$ cat config.mk
export PLATFORM = sky130hd
export DESIGN_NAME = serial_alloc_top
export DESIGN_NICKNAME = d
export VERILOG_FILES = /design/src/serial_alloc_pkg.sv /design/src/tx_chopper.sv /design/src/tx_spreader.sv /design/src/rx_lane_sync.sv /design/src/rx_despreader.sv /design/src/rx_dechopper.sv /design/src/serial_alloc_top.sv
export SDC_FILE = /design/constraint.sdc
export NUM_CORES = 1
export LEC_CHECK = 0
export ABC_AREA = 1
export CORE_MARGIN = 8
export CORE_UTILIZATION = 60
export CTS_BUF_LIST = sky130_fd_sc_hd__clkbuf_8
export DETAILED_ROUTE_END_ITERATION = 16
export DONT_BUFFER_PORTS = 1
export PLACE_DENSITY = 0.81
export SLEW_MARGIN = 20
export SYNTH_ARGS = -nofsm -noshare
export SYNTH_HDL_FRONTEND = slang
export SYNTH_SLANG_ARGS = --single-unit
$ cat constraint.sdc
create_clock -name clk_i -period 4.5 [get_ports clk_i]
set_clock_uncertainty 0.15 [all_clocks]
set_input_delay 0.9 -clock clk_i [delete_from_list [all_inputs] [get_ports clk_i]]
set_output_delay 0.9 -clock clk_i [all_outputs]
set_load 0.02 [all_outputs]
$ cat src/serial_alloc_pkg.sv
// ########################################
// fixed four lanes of eight bits each, a link word is always four bytes
// buffers hold one word plus the largest leftover chunk
// ########################################

package serial_alloc_pkg;

  // physical lanes and their width
  localparam int NUM_CHANNELS = 4;
  localparam int LANE_W       = 8;

  // link layer word size in bytes, byte 0 goes out first
  localparam int WORD_BYTES = 4;

  // one full word plus up to three leftover bytes
  localparam int BUF_BYTES = 7;

  // idle counters for auto-flush
  localparam int FLUSH_CNT_W = 8;

  // derived widths for buffer fill levels and lane indices
  localparam int BUF_CNT_W  = $clog2(BUF_BYTES + 1);
  localparam int LANE_IDX_W = $clog2(NUM_CHANNELS);

  typedef logic [LANE_W-1:0]              lane_t;
  typedef lane_t [NUM_CHANNELS-1:0]       lane_vec_t;
  typedef logic [NUM_CHANNELS-1:0]        chan_mask_t;
  typedef logic [WORD_BYTES*LANE_W-1:0]   link_word_t;
  typedef logic [FLUSH_CNT_W-1:0]         flush_cnt_t;

  // rx alignment, either waiting for lanes or holding a partial transfer
  typedef enum logic [0:0] {
    rx_wait,
    rx_partial
  } rx_sync_state_e;

endpackage

$ cat src/tx_chopper.sv
// ########################################
// chunk size follows the enabled lane count, changing it mid-stream is unsafe
// with no lane enabled nothing is ever sent
// ########################################
`timescale 1ns/1ps

module tx_chopper
  import serial_alloc_pkg::*;
(
  input  logic       clk_i,
  input  logic       rst_ni,
  input  chan_mask_t tx_channel_en_i,
  input  logic       tx_auto_flush_en_i,
  input  flush_cnt_t tx_auto_flush_count_i,
  input  logic       tx_flush_i,
  input  link_word_t word_i,
  input  logic       word_valid_i,
  output logic       word_ready_o,
  output lane_vec_t  chunk_o,
  output chan_mask_t chunk_mask_o,
  output logic       chunk_valid_o,
  input  logic       chunk_ready_i
);

  lane_t                buf_q [BUF_BYTES];
  lane_t                buf_d [BUF_BYTES];
  logic [BUF_CNT_W-1:0] fill_q;
  logic [BUF_CNT_W-1:0] chunk_size;
  logic [BUF_CNT_W-1:0] pop_n;
  logic [BUF_CNT_W-1:0] base;
  logic                 word_fire;
  logic                 can_pop;
  logic                 pop_full;
  logic                 pop_part;
  logic                 flush_q;
  logic                 flush_req;
  logic                 auto_expire;
  flush_cnt_t           idle_q;
  lane_vec_t            chunk_d;
  chan_mask_t           mask_d;
  lane_vec_t            chunk_q;
  chan_mask_t           mask_q;
  logic                 valid_q;

  // the chunk size is the number of enabled lanes
  always_comb begin
    chunk_size = '0;
    for (int i = 0; i < NUM_CHANNELS; i++) begin
      chunk_size = chunk_size + BUF_CNT_W'(tx_channel_en_i[i]);
    end
  end

  // a whole word must fit, so at most three bytes may be waiting
  assign word_ready_o = fill_q <= BUF_CNT_W'(BUF_BYTES - WORD_BYTES);
  assign word_fire    = word_valid_i & word_ready_o;

  // the output register can load when empty or being drained this cycle
  assign can_pop     = (!valid_q || chunk_ready_i) && (chunk_size != '0);
  assign flush_req   = tx_flush_i | flush_q;
  assign auto_expire = tx_auto_flush_en_i && (idle_q >= tx_auto_flush_count_i);
  assign pop_full    = can_pop && (fill_q >= chunk_size);
  // a leftover smaller than one chunk only goes out on a flush
  assign pop_part    = can_pop && !pop_full && (fill_q != '0) && (flush_req || auto_expire);
  assign pop_n       = pop_full ? chunk_size : (pop_part ? fill_q : '0);
  assign base        = fill_q - pop_n;

  always_comb begin
    for (int i = 0; i < BUF_BYTES; i++) begin
      // shift out the popped bytes, then append the new word behind the rest
      buf_d[i] = buf_q[i];
      if (i + pop_n < BUF_BYTES) begin
        buf_d[i] = buf_q[i + pop_n];
      end
      if (word_fire && (i >= base) && (i < base + WORD_BYTES)) begin
        buf_d[i] = word_i[LANE_W*(i - base) +: LANE_W];
      end
    end
    // the oldest bytes form the chunk, used positions are the low ones
    for (int k = 0; k < NUM_CHANNELS; k++) begin
      mask_d[k]  = k < pop_n;
      chunk_d[k] = (k < pop_n) ? buf_q[k] : '0;
    end
  end

  always_ff @(posedge clk_i or negedge rst_ni) begin
    if (!rst_ni) begin
      fill_q  <= '0;
      idle_q  <= '0;
      flush_q <= 1'b0;
      valid_q <= 1'b0;
    end else begin
      fill_q <= base + (word_fire ? BUF_CNT_W'(WORD_BYTES) : '0);
      // count idle cycles, saturating at the top
      if (word_fire) begin
        idle_q <= '0;
      end else if (idle_q != '1) begin
        idle_q <= idle_q + 1'b1;
      end
      // a manual flush waits until the leftover has actually gone out
      flush_q <= flush_req && !pop_part && (fill_q != '0);
      if (!valid_q || chunk_ready_i) begin
        valid_q <= pop_full | pop_part;
      end
    end
  end

  always_ff @(posedge clk_i) begin
    buf_q <= buf_d;
    if (pop_full || pop_part) begin
      chunk_q <= chunk_d;
      mask_q  <= mask_d;
    end
  end

  assign chunk_o       = chunk_q;
  assign chunk_mask_o  = mask_q;
  assign chunk_valid_o = valid_q;

endmodule

$ cat src/tx_spreader.sv
// ########################################
// the phy ready is treated as a barrier over every lane in use
// ########################################
`timescale 1ns/1ps

module tx_spreader
  import serial_alloc_pkg::*;
(
  input  logic       clk_i,
  input  logic       rst_ni,
  input  chan_mask_t tx_channel_en_i,
  input  lane_vec_t  chunk_i,
  input  chan_mask_t chunk_mask_i,
  input  logic       chunk_valid_i,
  output logic       chunk_ready_o,
  output lane_vec_t  lane_data_o,
  output chan_mask_t lane_valid_o,
  input  chan_mask_t lane_ready_i
);

  logic [LANE_IDX_W-1:0] idx;
  lane_vec_t             spread_data;
  chan_mask_t            spread_valid;
  lane_vec_t             data_q;
  chan_mask_t            valid_q;
  logic                  all_ready;

  // compact byte n lands on the n-th enabled lane, counted from lane 0
  always_comb begin
    idx          = '0;
    spread_data  = '0;
    spread_valid = '0;
    for (int l = 0; l < NUM_CHANNELS; l++) begin
      if (tx_channel_en_i[l]) begin
        spread_data[l]  = chunk_i[idx];
        spread_valid[l] = chunk_mask_i[idx];
        idx             = idx + LANE_IDX_W'(1);
      end
    end
  end

  // the held chunk leaves only once every lane carrying a byte is ready
  assign all_ready     = (lane_ready_i & valid_q) == valid_q;
  assign chunk_ready_o = all_ready;

  always_ff @(posedge clk_i or negedge rst_ni) begin
    if (!rst_ni) begin
      valid_q <= '0;
    end else if (all_ready) begin
      valid_q <= chunk_valid_i ? spread_valid : '0;
    end
  end

  always_ff @(posedge clk_i) begin
    if (all_ready && chunk_valid_i) begin
      data_q <= spread_data;
    end
  end

  assign lane_data_o  = data_q;
  assign lane_valid_o = valid_q;

endmodule

$ cat src/rx_lane_sync.sv
// ########################################
// lanes may be skewed by up to one cycle, the flush count must cover that skew
// with auto-flush off only complete transfers are captured
// ########################################
`timescale 1ns/1ps

module rx_lane_sync
  import serial_alloc_pkg::*;
(
  input  logic       clk_i,
  input  logic       rst_ni,
  input  chan_mask_t rx_channel_en_i,
  input  logic       rx_auto_flush_en_i,
  input  flush_cnt_t rx_auto_flush_count_i,
  input  lane_vec_t  lane_data_i,
  input  chan_mask_t lane_valid_i,
  output chan_mask_t lane_ready_o,
  output lane_vec_t  slice_o,
  output chan_mask_t slice_mask_o,
  output logic       slice_valid_o,
  input  logic       slice_ready_i
);

  rx_sync_state_e state_q;
  rx_sync_state_e state_d;
  flush_cnt_t     cnt_q;
  flush_cnt_t     cnt_d;
  chan_mask_t     en_valid;
  logic           full_valid;
  logic           capture;
  logic           capture_fire;
  logic           bar_free;
  lane_vec_t      bar_data_q;
  chan_mask_t     bar_mask_q;
  logic           bar_valid_q;

  assign en_valid   = lane_valid_i & rx_channel_en_i;
  assign full_valid = (en_valid == rx_channel_en_i) && (en_valid != '0);

  // the barrier register accepts when empty or drained in this cycle
  assign bar_free     = !bar_valid_q || slice_ready_i;
  assign capture_fire = capture && bar_free;

  always_comb begin
    state_d = state_q;
    cnt_d   = cnt_q;
    capture = 1'b0;
    case (state_q)
      rx_wait: begin
        if (full_valid) begin
          capture = 1'b1;
        end else if ((en_valid != '0) && rx_auto_flush_en_i) begin
          // some lanes are early, give the others time to catch up
          state_d = rx_partial;
          cnt_d   = '0;
        end
      end
      rx_partial: begin
        // close the transfer on arrival of the rest or when the wait runs out
        if (full_valid || !rx_auto_flush_en_i || (cnt_q >= rx_auto_flush_count_i)) begin
          capture = 1'b1;
          if (bar_free) begin
            state_d = rx_wait;
            cnt_d   = '0;
          end
        end else begin
          cnt_d = cnt_q + 1'b1;
        end
      end
      default: begin
        state_d = rx_wait;
      end
    endcase
  end

  // only the lanes taken into the barrier are acknowledged
  assign lane_ready_o = capture_fire ? en_valid : '0;

  always_ff @(posedge clk_i or negedge rst_ni) begin
    if (!rst_ni) begin
      state_q     <= rx_wait;
      cnt_q       <= '0;
      bar_valid_q <= 1'b0;
    end else begin
      state_q <= state_d;
      cnt_q   <= cnt_d;
      if (capture_fire) begin
        bar_valid_q <= 1'b1;
      end else if (slice_ready_i) begin
        bar_valid_q <= 1'b0;
      end
    end
  end

  // the captured mask travels with the data so late lanes never merge in
  always_ff @(posedge clk_i) begin
    if (capture_fire) begin
      bar_data_q <= lane_data_i;
      bar_mask_q <= en_valid;
    end
  end

  assign slice_o       = bar_data_q;
  assign slice_mask_o  = bar_mask_q;
  assign slice_valid_o = bar_valid_q;

endmodule

$ cat src/rx_despreader.sv
// ########################################
// inverse of the tx spreader, lane order is kept when packing
// ########################################
`timescale 1ns/1ps

module rx_despreader
  import serial_alloc_pkg::*;
(
  input  logic       clk_i,
  input  logic       rst_ni,
  input  lane_vec_t  slice_i,
  input  chan_mask_t slice_mask_i,
  input  logic       slice_valid_i,
  output logic       slice_ready_o,
  output lane_vec_t  chunk_o,
  output chan_mask_t chunk_mask_o,
  output logic       chunk_valid_o,
  input  logic       chunk_ready_i
);

  logic [LANE_IDX_W-1:0] idx;
  lane_vec_t             packed_data;
  chan_mask_t            packed_mask;
  lane_vec_t             chunk_q;
  chan_mask_t            mask_q;
  logic                  valid_q;

  // every valid lane goes to the next free low position
  always_comb begin
    idx         = '0;
    packed_data = '0;
    packed_mask = '0;
    for (int l = 0; l < NUM_CHANNELS; l++) begin
      if (slice_mask_i[l]) begin
        packed_data[idx] = slice_i[l];
        packed_mask[idx] = 1'b1;
        idx              = idx + LANE_IDX_W'(1);
      end
    end
  end

  // stall while the output register holds a chunk nobody takes
  assign slice_ready_o = !valid_q || chunk_ready_i;

  always_ff @(posedge clk_i or negedge rst_ni) begin
    if (!rst_ni) begin
      valid_q <= 1'b0;
    end else if (slice_ready_o) begin
      valid_q <= slice_valid_i;
    end
  end

  always_ff @(posedge clk_i) begin
    if (slice_ready_o && slice_valid_i) begin
      chunk_q <= packed_data;
      mask_q  <= packed_mask;
    end
  end

  assign chunk_o       = chunk_q;
  assign chunk_mask_o  = mask_q;
  assign chunk_valid_o = valid_q;

endmodule

$ cat src/rx_dechopper.sv
// ########################################
// expects compact chunks whose mask has only low bits set
// ########################################
`timescale 1ns/1ps

module rx_dechopper
  import serial_alloc_pkg::*;
(
  input  logic       clk_i,
  input  logic       rst_ni,
  input  lane_vec_t  chunk_i,
  input  chan_mask_t chunk_mask_i,
  input  logic       chunk_valid_i,
  output logic       chunk_ready_o,
  output link_word_t word_o,
  output logic       word_valid_o,
  input  logic       word_ready_i
);

  lane_t                buf_q [BUF_BYTES];
  lane_t                buf_d [BUF_BYTES];
  logic [BUF_CNT_W-1:0] fill_q;
  logic [BUF_CNT_W-1:0] chunk_cnt;
  logic [BUF_CNT_W-1:0] pop_n;
  logic [BUF_CNT_W-1:0] base;
  logic [BUF_CNT_W:0]   need_fill;
  logic                 pop;
  logic                 push;
  link_word_t           word_q;
  logic                 valid_q;

  // number of bytes carried by the incoming chunk
  always_comb begin
    chunk_cnt = '0;
    for (int i = 0; i < NUM_CHANNELS; i++) begin
      chunk_cnt = chunk_cnt + BUF_CNT_W'(chunk_mask_i[i]);
    end
  end

  // a word is taken from the buffer once four bytes have gathered
  assign pop   = (!valid_q || word_ready_i) && (fill_q >= BUF_CNT_W'(WORD_BYTES));
  assign pop_n = pop ? BUF_CNT_W'(WORD_BYTES) : '0;
  assign base  = fill_q - pop_n;

  // refuse a chunk that would not fit after this cycle's pop
  assign need_fill     = {1'b0, base} + {1'b0, chunk_cnt};
  assign chunk_ready_o = need_fill <= (BUF_CNT_W + 1)'(BUF_BYTES);
  assign push          = chunk_valid_i && chunk_ready_o;

  always_comb begin
    for (int i = 0; i < BUF_BYTES; i++) begin
      // excess bytes move down and the new chunk lands behind them
      buf_d[i] = buf_q[i];
      if (i + pop_n < BUF_BYTES) begin
        buf_d[i] = buf_q[i + pop_n];
      end
      if (push && (i >= base) && (i < base + chunk_cnt)) begin
        buf_d[i] = chunk_i[i - base];
      end
    end
  end

  always_ff @(posedge clk_i or negedge rst_ni) begin
    if (!rst_ni) begin
      fill_q  <= '0;
      valid_q <= 1'b0;
    end else begin
      fill_q <= base + (push ? chunk_cnt : '0);
      if (!valid_q || word_ready_i) begin
        valid_q <= pop;
      end
    end
  end

  always_ff @(posedge clk_i) begin
    buf_q <= buf_d;
    // the oldest byte becomes the least significant one
    if (pop) begin
      for (int b = 0; b < WORD_BYTES; b++) begin
        word_q[LANE_W*b +: LANE_W] <= buf_q[b];
      end
    end
  end

  assign word_o       = word_q;
  assign word_valid_o = valid_q;

endmodule

$ cat src/serial_alloc_top.sv
// ########################################
// tx and rx share nothing but the clock and reset
// both flush counts are in core clock cycles
// ########################################
`timescale 1ns/1ps

module serial_alloc_top
  import serial_alloc_pkg::*;
(
  input  logic       clk_i,
  input  logic       rst_ni,
  // tx configuration
  input  chan_mask_t tx_channel_en_i,
  input  logic       tx_auto_flush_en_i,
  input  flush_cnt_t tx_auto_flush_count_i,
  input  logic       tx_flush_i,
  // rx configuration
  input  chan_mask_t rx_channel_en_i,
  input  logic       rx_auto_flush_en_i,
  input  flush_cnt_t rx_auto_flush_count_i,
  // link layer transmit side
  input  link_word_t tx_word_i,
  input  logic       tx_word_valid_i,
  output logic       tx_word_ready_o,
  // phy transmit lanes
  output lane_vec_t  tx_lane_data_o,
  output chan_mask_t tx_lane_valid_o,
  input  chan_mask_t tx_lane_ready_i,
  // phy receive lanes
  input  lane_vec_t  rx_lane_data_i,
  input  chan_mask_t rx_lane_valid_i,
  output chan_mask_t rx_lane_ready_o,
  // link layer receive side
  output link_word_t rx_word_o,
  output logic       rx_word_valid_o,
  input  logic       rx_word_ready_i
);

  // chopper to spreader
  lane_vec_t  tx_chunk;
  chan_mask_t tx_chunk_mask;
  logic       tx_chunk_valid;
  logic       tx_chunk_ready;
  // lane sync to despreader
  lane_vec_t  rx_slice;
  chan_mask_t rx_slice_mask;
  logic       rx_slice_valid;
  logic       rx_slice_ready;
  // despreader to dechopper
  lane_vec_t  rx_chunk;
  chan_mask_t rx_chunk_mask;
  logic       rx_chunk_valid;
  logic       rx_chunk_ready;

  tx_chopper i_tx_chopper (
    .clk_i                 (clk_i),
    .rst_ni                (rst_ni),
    .tx_channel_en_i       (tx_channel_en_i),
    .tx_auto_flush_en_i    (tx_auto_flush_en_i),
    .tx_auto_flush_count_i (tx_auto_flush_count_i),
    .tx_flush_i            (tx_flush_i),
    .word_i                (tx_word_i),
    .word_valid_i          (tx_word_valid_i),
    .word_ready_o          (tx_word_ready_o),
    .chunk_o               (tx_chunk),
    .chunk_mask_o          (tx_chunk_mask),
    .chunk_valid_o         (tx_chunk_valid),
    .chunk_ready_i         (tx_chunk_ready)
  );

  tx_spreader i_tx_spreader (
    .clk_i           (clk_i),
    .rst_ni          (rst_ni),
    .tx_channel_en_i (tx_channel_en_i),
    .chunk_i         (tx_chunk),
    .chunk_mask_i    (tx_chunk_mask),
    .chunk_valid_i   (tx_chunk_valid),
    .chunk_ready_o   (tx_chunk_ready),
    .lane_data_o     (tx_lane_data_o),
    .lane_valid_o    (tx_lane_valid_o),
    .lane_ready_i    (tx_lane_ready_i)
  );

  rx_lane_sync i_rx_lane_sync (
    .clk_i                 (clk_i),
    .rst_ni                (rst_ni),
    .rx_channel_en_i       (rx_channel_en_i),
    .rx_auto_flush_en_i    (rx_auto_flush_en_i),
    .rx_auto_flush_count_i (rx_auto_flush_count_i),
    .lane_data_i           (rx_lane_data_i),
    .lane_valid_i          (rx_lane_valid_i),
    .lane_ready_o          (rx_lane_ready_o),
    .slice_o               (rx_slice),
    .slice_mask_o          (rx_slice_mask),
    .slice_valid_o         (rx_slice_valid),
    .slice_ready_i         (rx_slice_ready)
  );

  rx_despreader i_rx_despreader (
    .clk_i         (clk_i),
    .rst_ni        (rst_ni),
    .slice_i       (rx_slice),
    .slice_mask_i  (rx_slice_mask),
    .slice_valid_i (rx_slice_valid),
    .slice_ready_o (rx_slice_ready),
    .chunk_o       (rx_chunk),
    .chunk_mask_o  (rx_chunk_mask),
    .chunk_valid_o (rx_chunk_valid),
    .chunk_ready_i (rx_chunk_ready)
  );

  rx_dechopper i_rx_dechopper (
    .clk_i         (clk_i),
    .rst_ni        (rst_ni),
    .chunk_i       (rx_chunk),
    .chunk_mask_i  (rx_chunk_mask),
    .chunk_valid_i (rx_chunk_valid),
    .chunk_ready_o (rx_chunk_ready),
    .word_o        (rx_word_o),
    .word_valid_o  (rx_word_valid_o),
    .word_ready_i  (rx_word_ready_i)
  );

endmodule

==> results.md <==
GRT:
- The met3 track demand over resource is 5.308%.
- The global-route track usage on met2 is 43.64%.
- For met1 alone, demand over resource in global routing was 40.29%.
- The global-route wire length before repair is 81.02 mm.
- The initial antenna violation count is 8.
- The busiest layer in global routing is met2.
- Summed over all layers, the global routing overflow is 0.
- The largest net degree at the start of global routing is 69.
- The number of global-route vias before repair is 14447.
- The overall global routing resource usage is 28.37%.

Place:
- The congestion estimate from routability-driven global placement came to 0.9826.
- The total placed cells including tap cells is 2549.
- Once detailed placement completed, the half-perimeter wirelength came to 40.77 mm.
- The number of I/O port buffers is 0.

Route:
- The vias after detailed routing is 15566.
- Wires add up to 53.45 mm.
- The violation count after the first detailed-routing iteration is 1460.
- The remaining design rule violation count is 0.
- The vias per cell is 5.826.
- The remaining antenna violation count is 0.
- After detailed routing, the average wire length per cell comes to 20.00 um.
- The iteration count of the initial detailed-routing pass is 5.

CTS:
- The clock passes through at most 3 buffers.
- The later pin in the worst-skew pair is clocked with a latency of 0.59 ns.
- TritonCTS built the clock tree.
- The H-tree generated during clock tree synthesis spans 2 levels.
- In this run, CTS created clock tree buffers numbering 50.
- The clock input transition at the sequential cells of the worst setup and hold paths is 0.06 ns.
- CTS saw 316 sinks.
- The root buffer cell chosen for the clock tree is clkbuf_8.

Synthesis:
- In the post-synthesis netlist, the biggest area contributors are edfxtp_1 (46%), nand2_1 (11%), o21ai_0 (5.3%), inv_1 (5.2%), dfrtp_1 (4.3%).
- Summing the areas of all compound-gate instances in the mapped netlist gives 14.95% of the synthesized area.
- By area, the combinational part of the netlist is dominated by simple AND/OR/NAND/NOR gates.
- The cell count after synthesis came out at 2095.
- The xor and xnor area share after synthesis is 0.4207%.
- Of all cell types, the one taking the most synthesized area is edfxtp_1.
- The number of nets produced by synthesis is 2261.
- Summing the areas of all fa, ha and maj instances in the mapped netlist gives 4.519% of the synthesized area.
- The mean instance size in the synthesized netlist is 8.803 sq um.
- The post-synthesis async set-or-reset flop share is 10.13%.
- The simple logic cell fraction of the synthesized area is 18.81%.
- The number of flip-flops and latches in the synthesized netlist is 316.
- After synthesis, the netlist uses 61 different library cells.
- Summed over its instances, the top area cell type makes up 46.24% of the synthesized netlist area.
- The number of enable flip-flop cells after synthesis is 284.
- During synthesis, Yosys emitted a total of 0 warnings.
- Among all flip-flop cells after synthesis, the most frequent one is edfxtp_1.
- After synthesis, the share of cell area in mux cells is 2.782%.
- The cell area after technology mapping is 0.01844 sq mm.
- Sequential elements use 50.59% of the synthesized area.

STA:
- The time the worst path needs with I/O delays and setup is 4.838 ns.
- The number of failing hold endpoints at the final stage came to 0.
- The final max-slew violation count is 0.
- The number of endpoints failing setup at the final stage is 97.
- Setup repair after global routing could not meet its margin everywhere.
- The slew at the pin closest to its max-slew limit is 0.7991 ns.
- The final critical path takes up 107.5% of the cycle.
- The worst slew margin relative to its limit is 46.73%.
- After layout, the worst setup slack is -0.3384 ns.
- The final worst hold slack is 0.2535 ns.
- Derived from the worst setup path, the maximum achievable clock frequency is 206.7 MHz.

Setup path:
- At the worst endpoint, the arrival time is 5.08 ns.
- The data required time of the critical path is 4.74 ns.
- The setup slack of the worst register-to-register path is 0.39 ns.
- STA classifies the critical path endpoint as a register.
- STA classifies the critical path startpoint as a primary input.
- The depth of the worst register-to-register path is 20.
- The peak fanout along the critical path is 13.
- The worst register-to-register path begins at i_tx_chopper.fill_q[0]$_DFF_PN0_.
- The kind of critical path is in2reg.
- The worst register-to-register path ends at i_tx_chopper.buf_q[54]$_DFFE_PP_.

Finish:
- The final layout contains 2398 nets.
- The fraction of final layout cells sized beyond drive strength 1 is 18.27%.
- In the layout the commonest cells are nand2_1 (533), edfxtp_1 (284), inv_1 (251).
- For this run, the number of standard cells in the final layout without fillers is 2672.
- The commonest non-fill, non-tap cell in the layout is nand2_1.
- The layout overhead on the synthesized area is 17.67%.

Die:
- The die area is 0.03660 sq mm.
- The row count is 64.
- The area of the core region is 0.03043 sq mm.
- The width of the chip is 191.3 um.
- The die outline height is 191.3 um.
- The starting utilization of the core area is 60.60%.
- 177 I/O pins were placed.

Run status:
- The run finished, with violations left.
- The final reports fail on negative setup slack.

Min path:
- The launch instance of the worst min-delay path is rx_lane_data_i[30].
- The endpoint of the worst hold path is i_rx_lane_sync.slice_o[30]$_DFFE_PP_.
- The class of the most critical hold timing path is in2reg.
- The number of cells traversed by the worst hold path is 0.

Run:
- The reported max-cap violation count is 0.
## cells by family after synthesis
logic type,Yosys count
AOI/OAI and AO/OA,481
muxes,49
and+or+nand+nor,822
buffers and inverters,356
xor gates and xnor gates,8
adders and majority gates,63
DFF,316
## state kept, by name, indices dropped and copies added (netlist names), 3 cells and up
signal,cells
i_rx_dechopper.buf_q,56
i_tx_chopper.buf_q,56
i_tx_chopper.idle_q,8
i_tx_spreader.lane_valid_o,4
i_rx_lane_sync.cnt_q,8
i_rx_dechopper.fill_q,3
i_rx_despreader.chunk_mask_o,4
i_tx_chopper.chunk_mask_o,4
i_rx_lane_sync.slice_mask_o,4
i_rx_lane_sync.slice_o,32
i_tx_chopper.chunk_o,32
i_rx_despreader.chunk_o,32
i_tx_spreader.lane_data_o,32
i_tx_chopper.fill_q,3
i_rx_dechopper.word_o,32
## Yosys cell counts (all sizes together), types with 3 or more instances
library cell  number
inv              259
xor2               7
o21a               6
a21oi             90
o21ai            296
o31ai              7
clkinv             5
clkbuf            50
edfxtp           284
nand3b             3
nand2            560
mux2              18
o311ai             7
o211ai            52
nand3             89
mux2i             31
buf               42
a221oi             3
nor2             138
a211oi             3
o221ai             8
dfrtp             32
ha                57
nand4             17
nor3               6
or2                5
fa                 6
## worst max-delay path by stage
stage                                   from                               end
after floorplan           tx_channel_en_i[0]  i_tx_chopper.buf_q[48]$_DFFE_PP_
after global placement    tx_channel_en_i[0]  i_tx_chopper.buf_q[35]$_DFFE_PP_
after detailed placement  tx_channel_en_i[0]  i_tx_chopper.buf_q[35]$_DFFE_PP_
after CTS                 tx_channel_en_i[0]  i_tx_chopper.buf_q[48]$_DFFE_PP_
after global routing      tx_channel_en_i[0]  i_tx_chopper.buf_q[48]$_DFFE_PP_
final                     tx_channel_en_i[0]  i_tx_chopper.buf_q[54]$_DFFE_PP_
## metal layers
| metal | vias up | part of all wire, % | routed length, um |
|---|---|---|---|
| li1 | 7415 | - | - |
| met1 | 7167 | 42 | 22700 |
| met2 | 862 | 44 | 23730 |
| met3 | 112 | 10 | 5448 |
| met4 | 10 | 2.8 | 1505 |
| met5 | - | 0.12 | 63 |
## final cells by class
type / instances / area (sq um)
diodes: 4 / 10.01
clock buffers: 55 / 757.0
clock inverters: 37 / 281.5
fillers: 2261 / 8730
inverters: 264 / 1046
multi-input cells: 1426 / 8290
flip-flops and latches: 316 / 9329
well taps: 396 / 495.5
repair buffers: 174 / 1490
## worst max-delay path, stage by stage
cell and delay [ns]:
clkinvlp_4 0.10, ha_4 0.30, clkinv_4 0.05, fa_2 0.32
inv_2 0.07, ha_4 0.20, inv_4 0.06, ha_4 0.19
nand3b_1 0.11, nand2_2 0.08, nor2_4 0.11, nand3_2 0.10
nor2_2 0.10, nand2_2 0.10, nand2_8 0.09, nand2_4 0.06
inv_4 0.07, ha_4 0.11, inv_2 0.03, fa_2 0.67
clkinvlp_4 0.15, ha_4 0.19, inv_2 0.06, ha_4 0.18
or2_4 0.24, buf_4 0.14, o41ai_2 0.28
## repair_timing
| item | 4_1_cts | 5_1_grt |
|---|---|---|
| endpoints found under the setup margin | 112 | 127 |
| pin swaps | 31 | 26 |
| buffers inserted | 12 | 11 |
| gates resized for setup | 77 | 47 |
| gates cloned | 1 | 4 |
| hold endpoints to repair | 32 | 0 |
| hold buffers | 2 | 0 |
## through the flow
step / util [%] / setup WS (ns) / setup TNS [ns] / instance area [sq um]
2_1_floorplan: - / -1.566 / -132.89 / 18780
3_3_place_gp: 65.52 / -0.7727 / -79.22 / 19940
3_5_place_dp: 65.52 / -0.9115 / -96.04 / 19940
4_1_cts: 70.21 / -0.2084 / -4.937 / 21360
5_1_grt: 71.30 / -0.4748 / -28.07 / 21700
6_report: 71.31 / -0.3384 / -13.10 / 21700
Power is not shown: default switching activity piles up to over one toggle a cycle in this logic, so the estimate is an artifact.
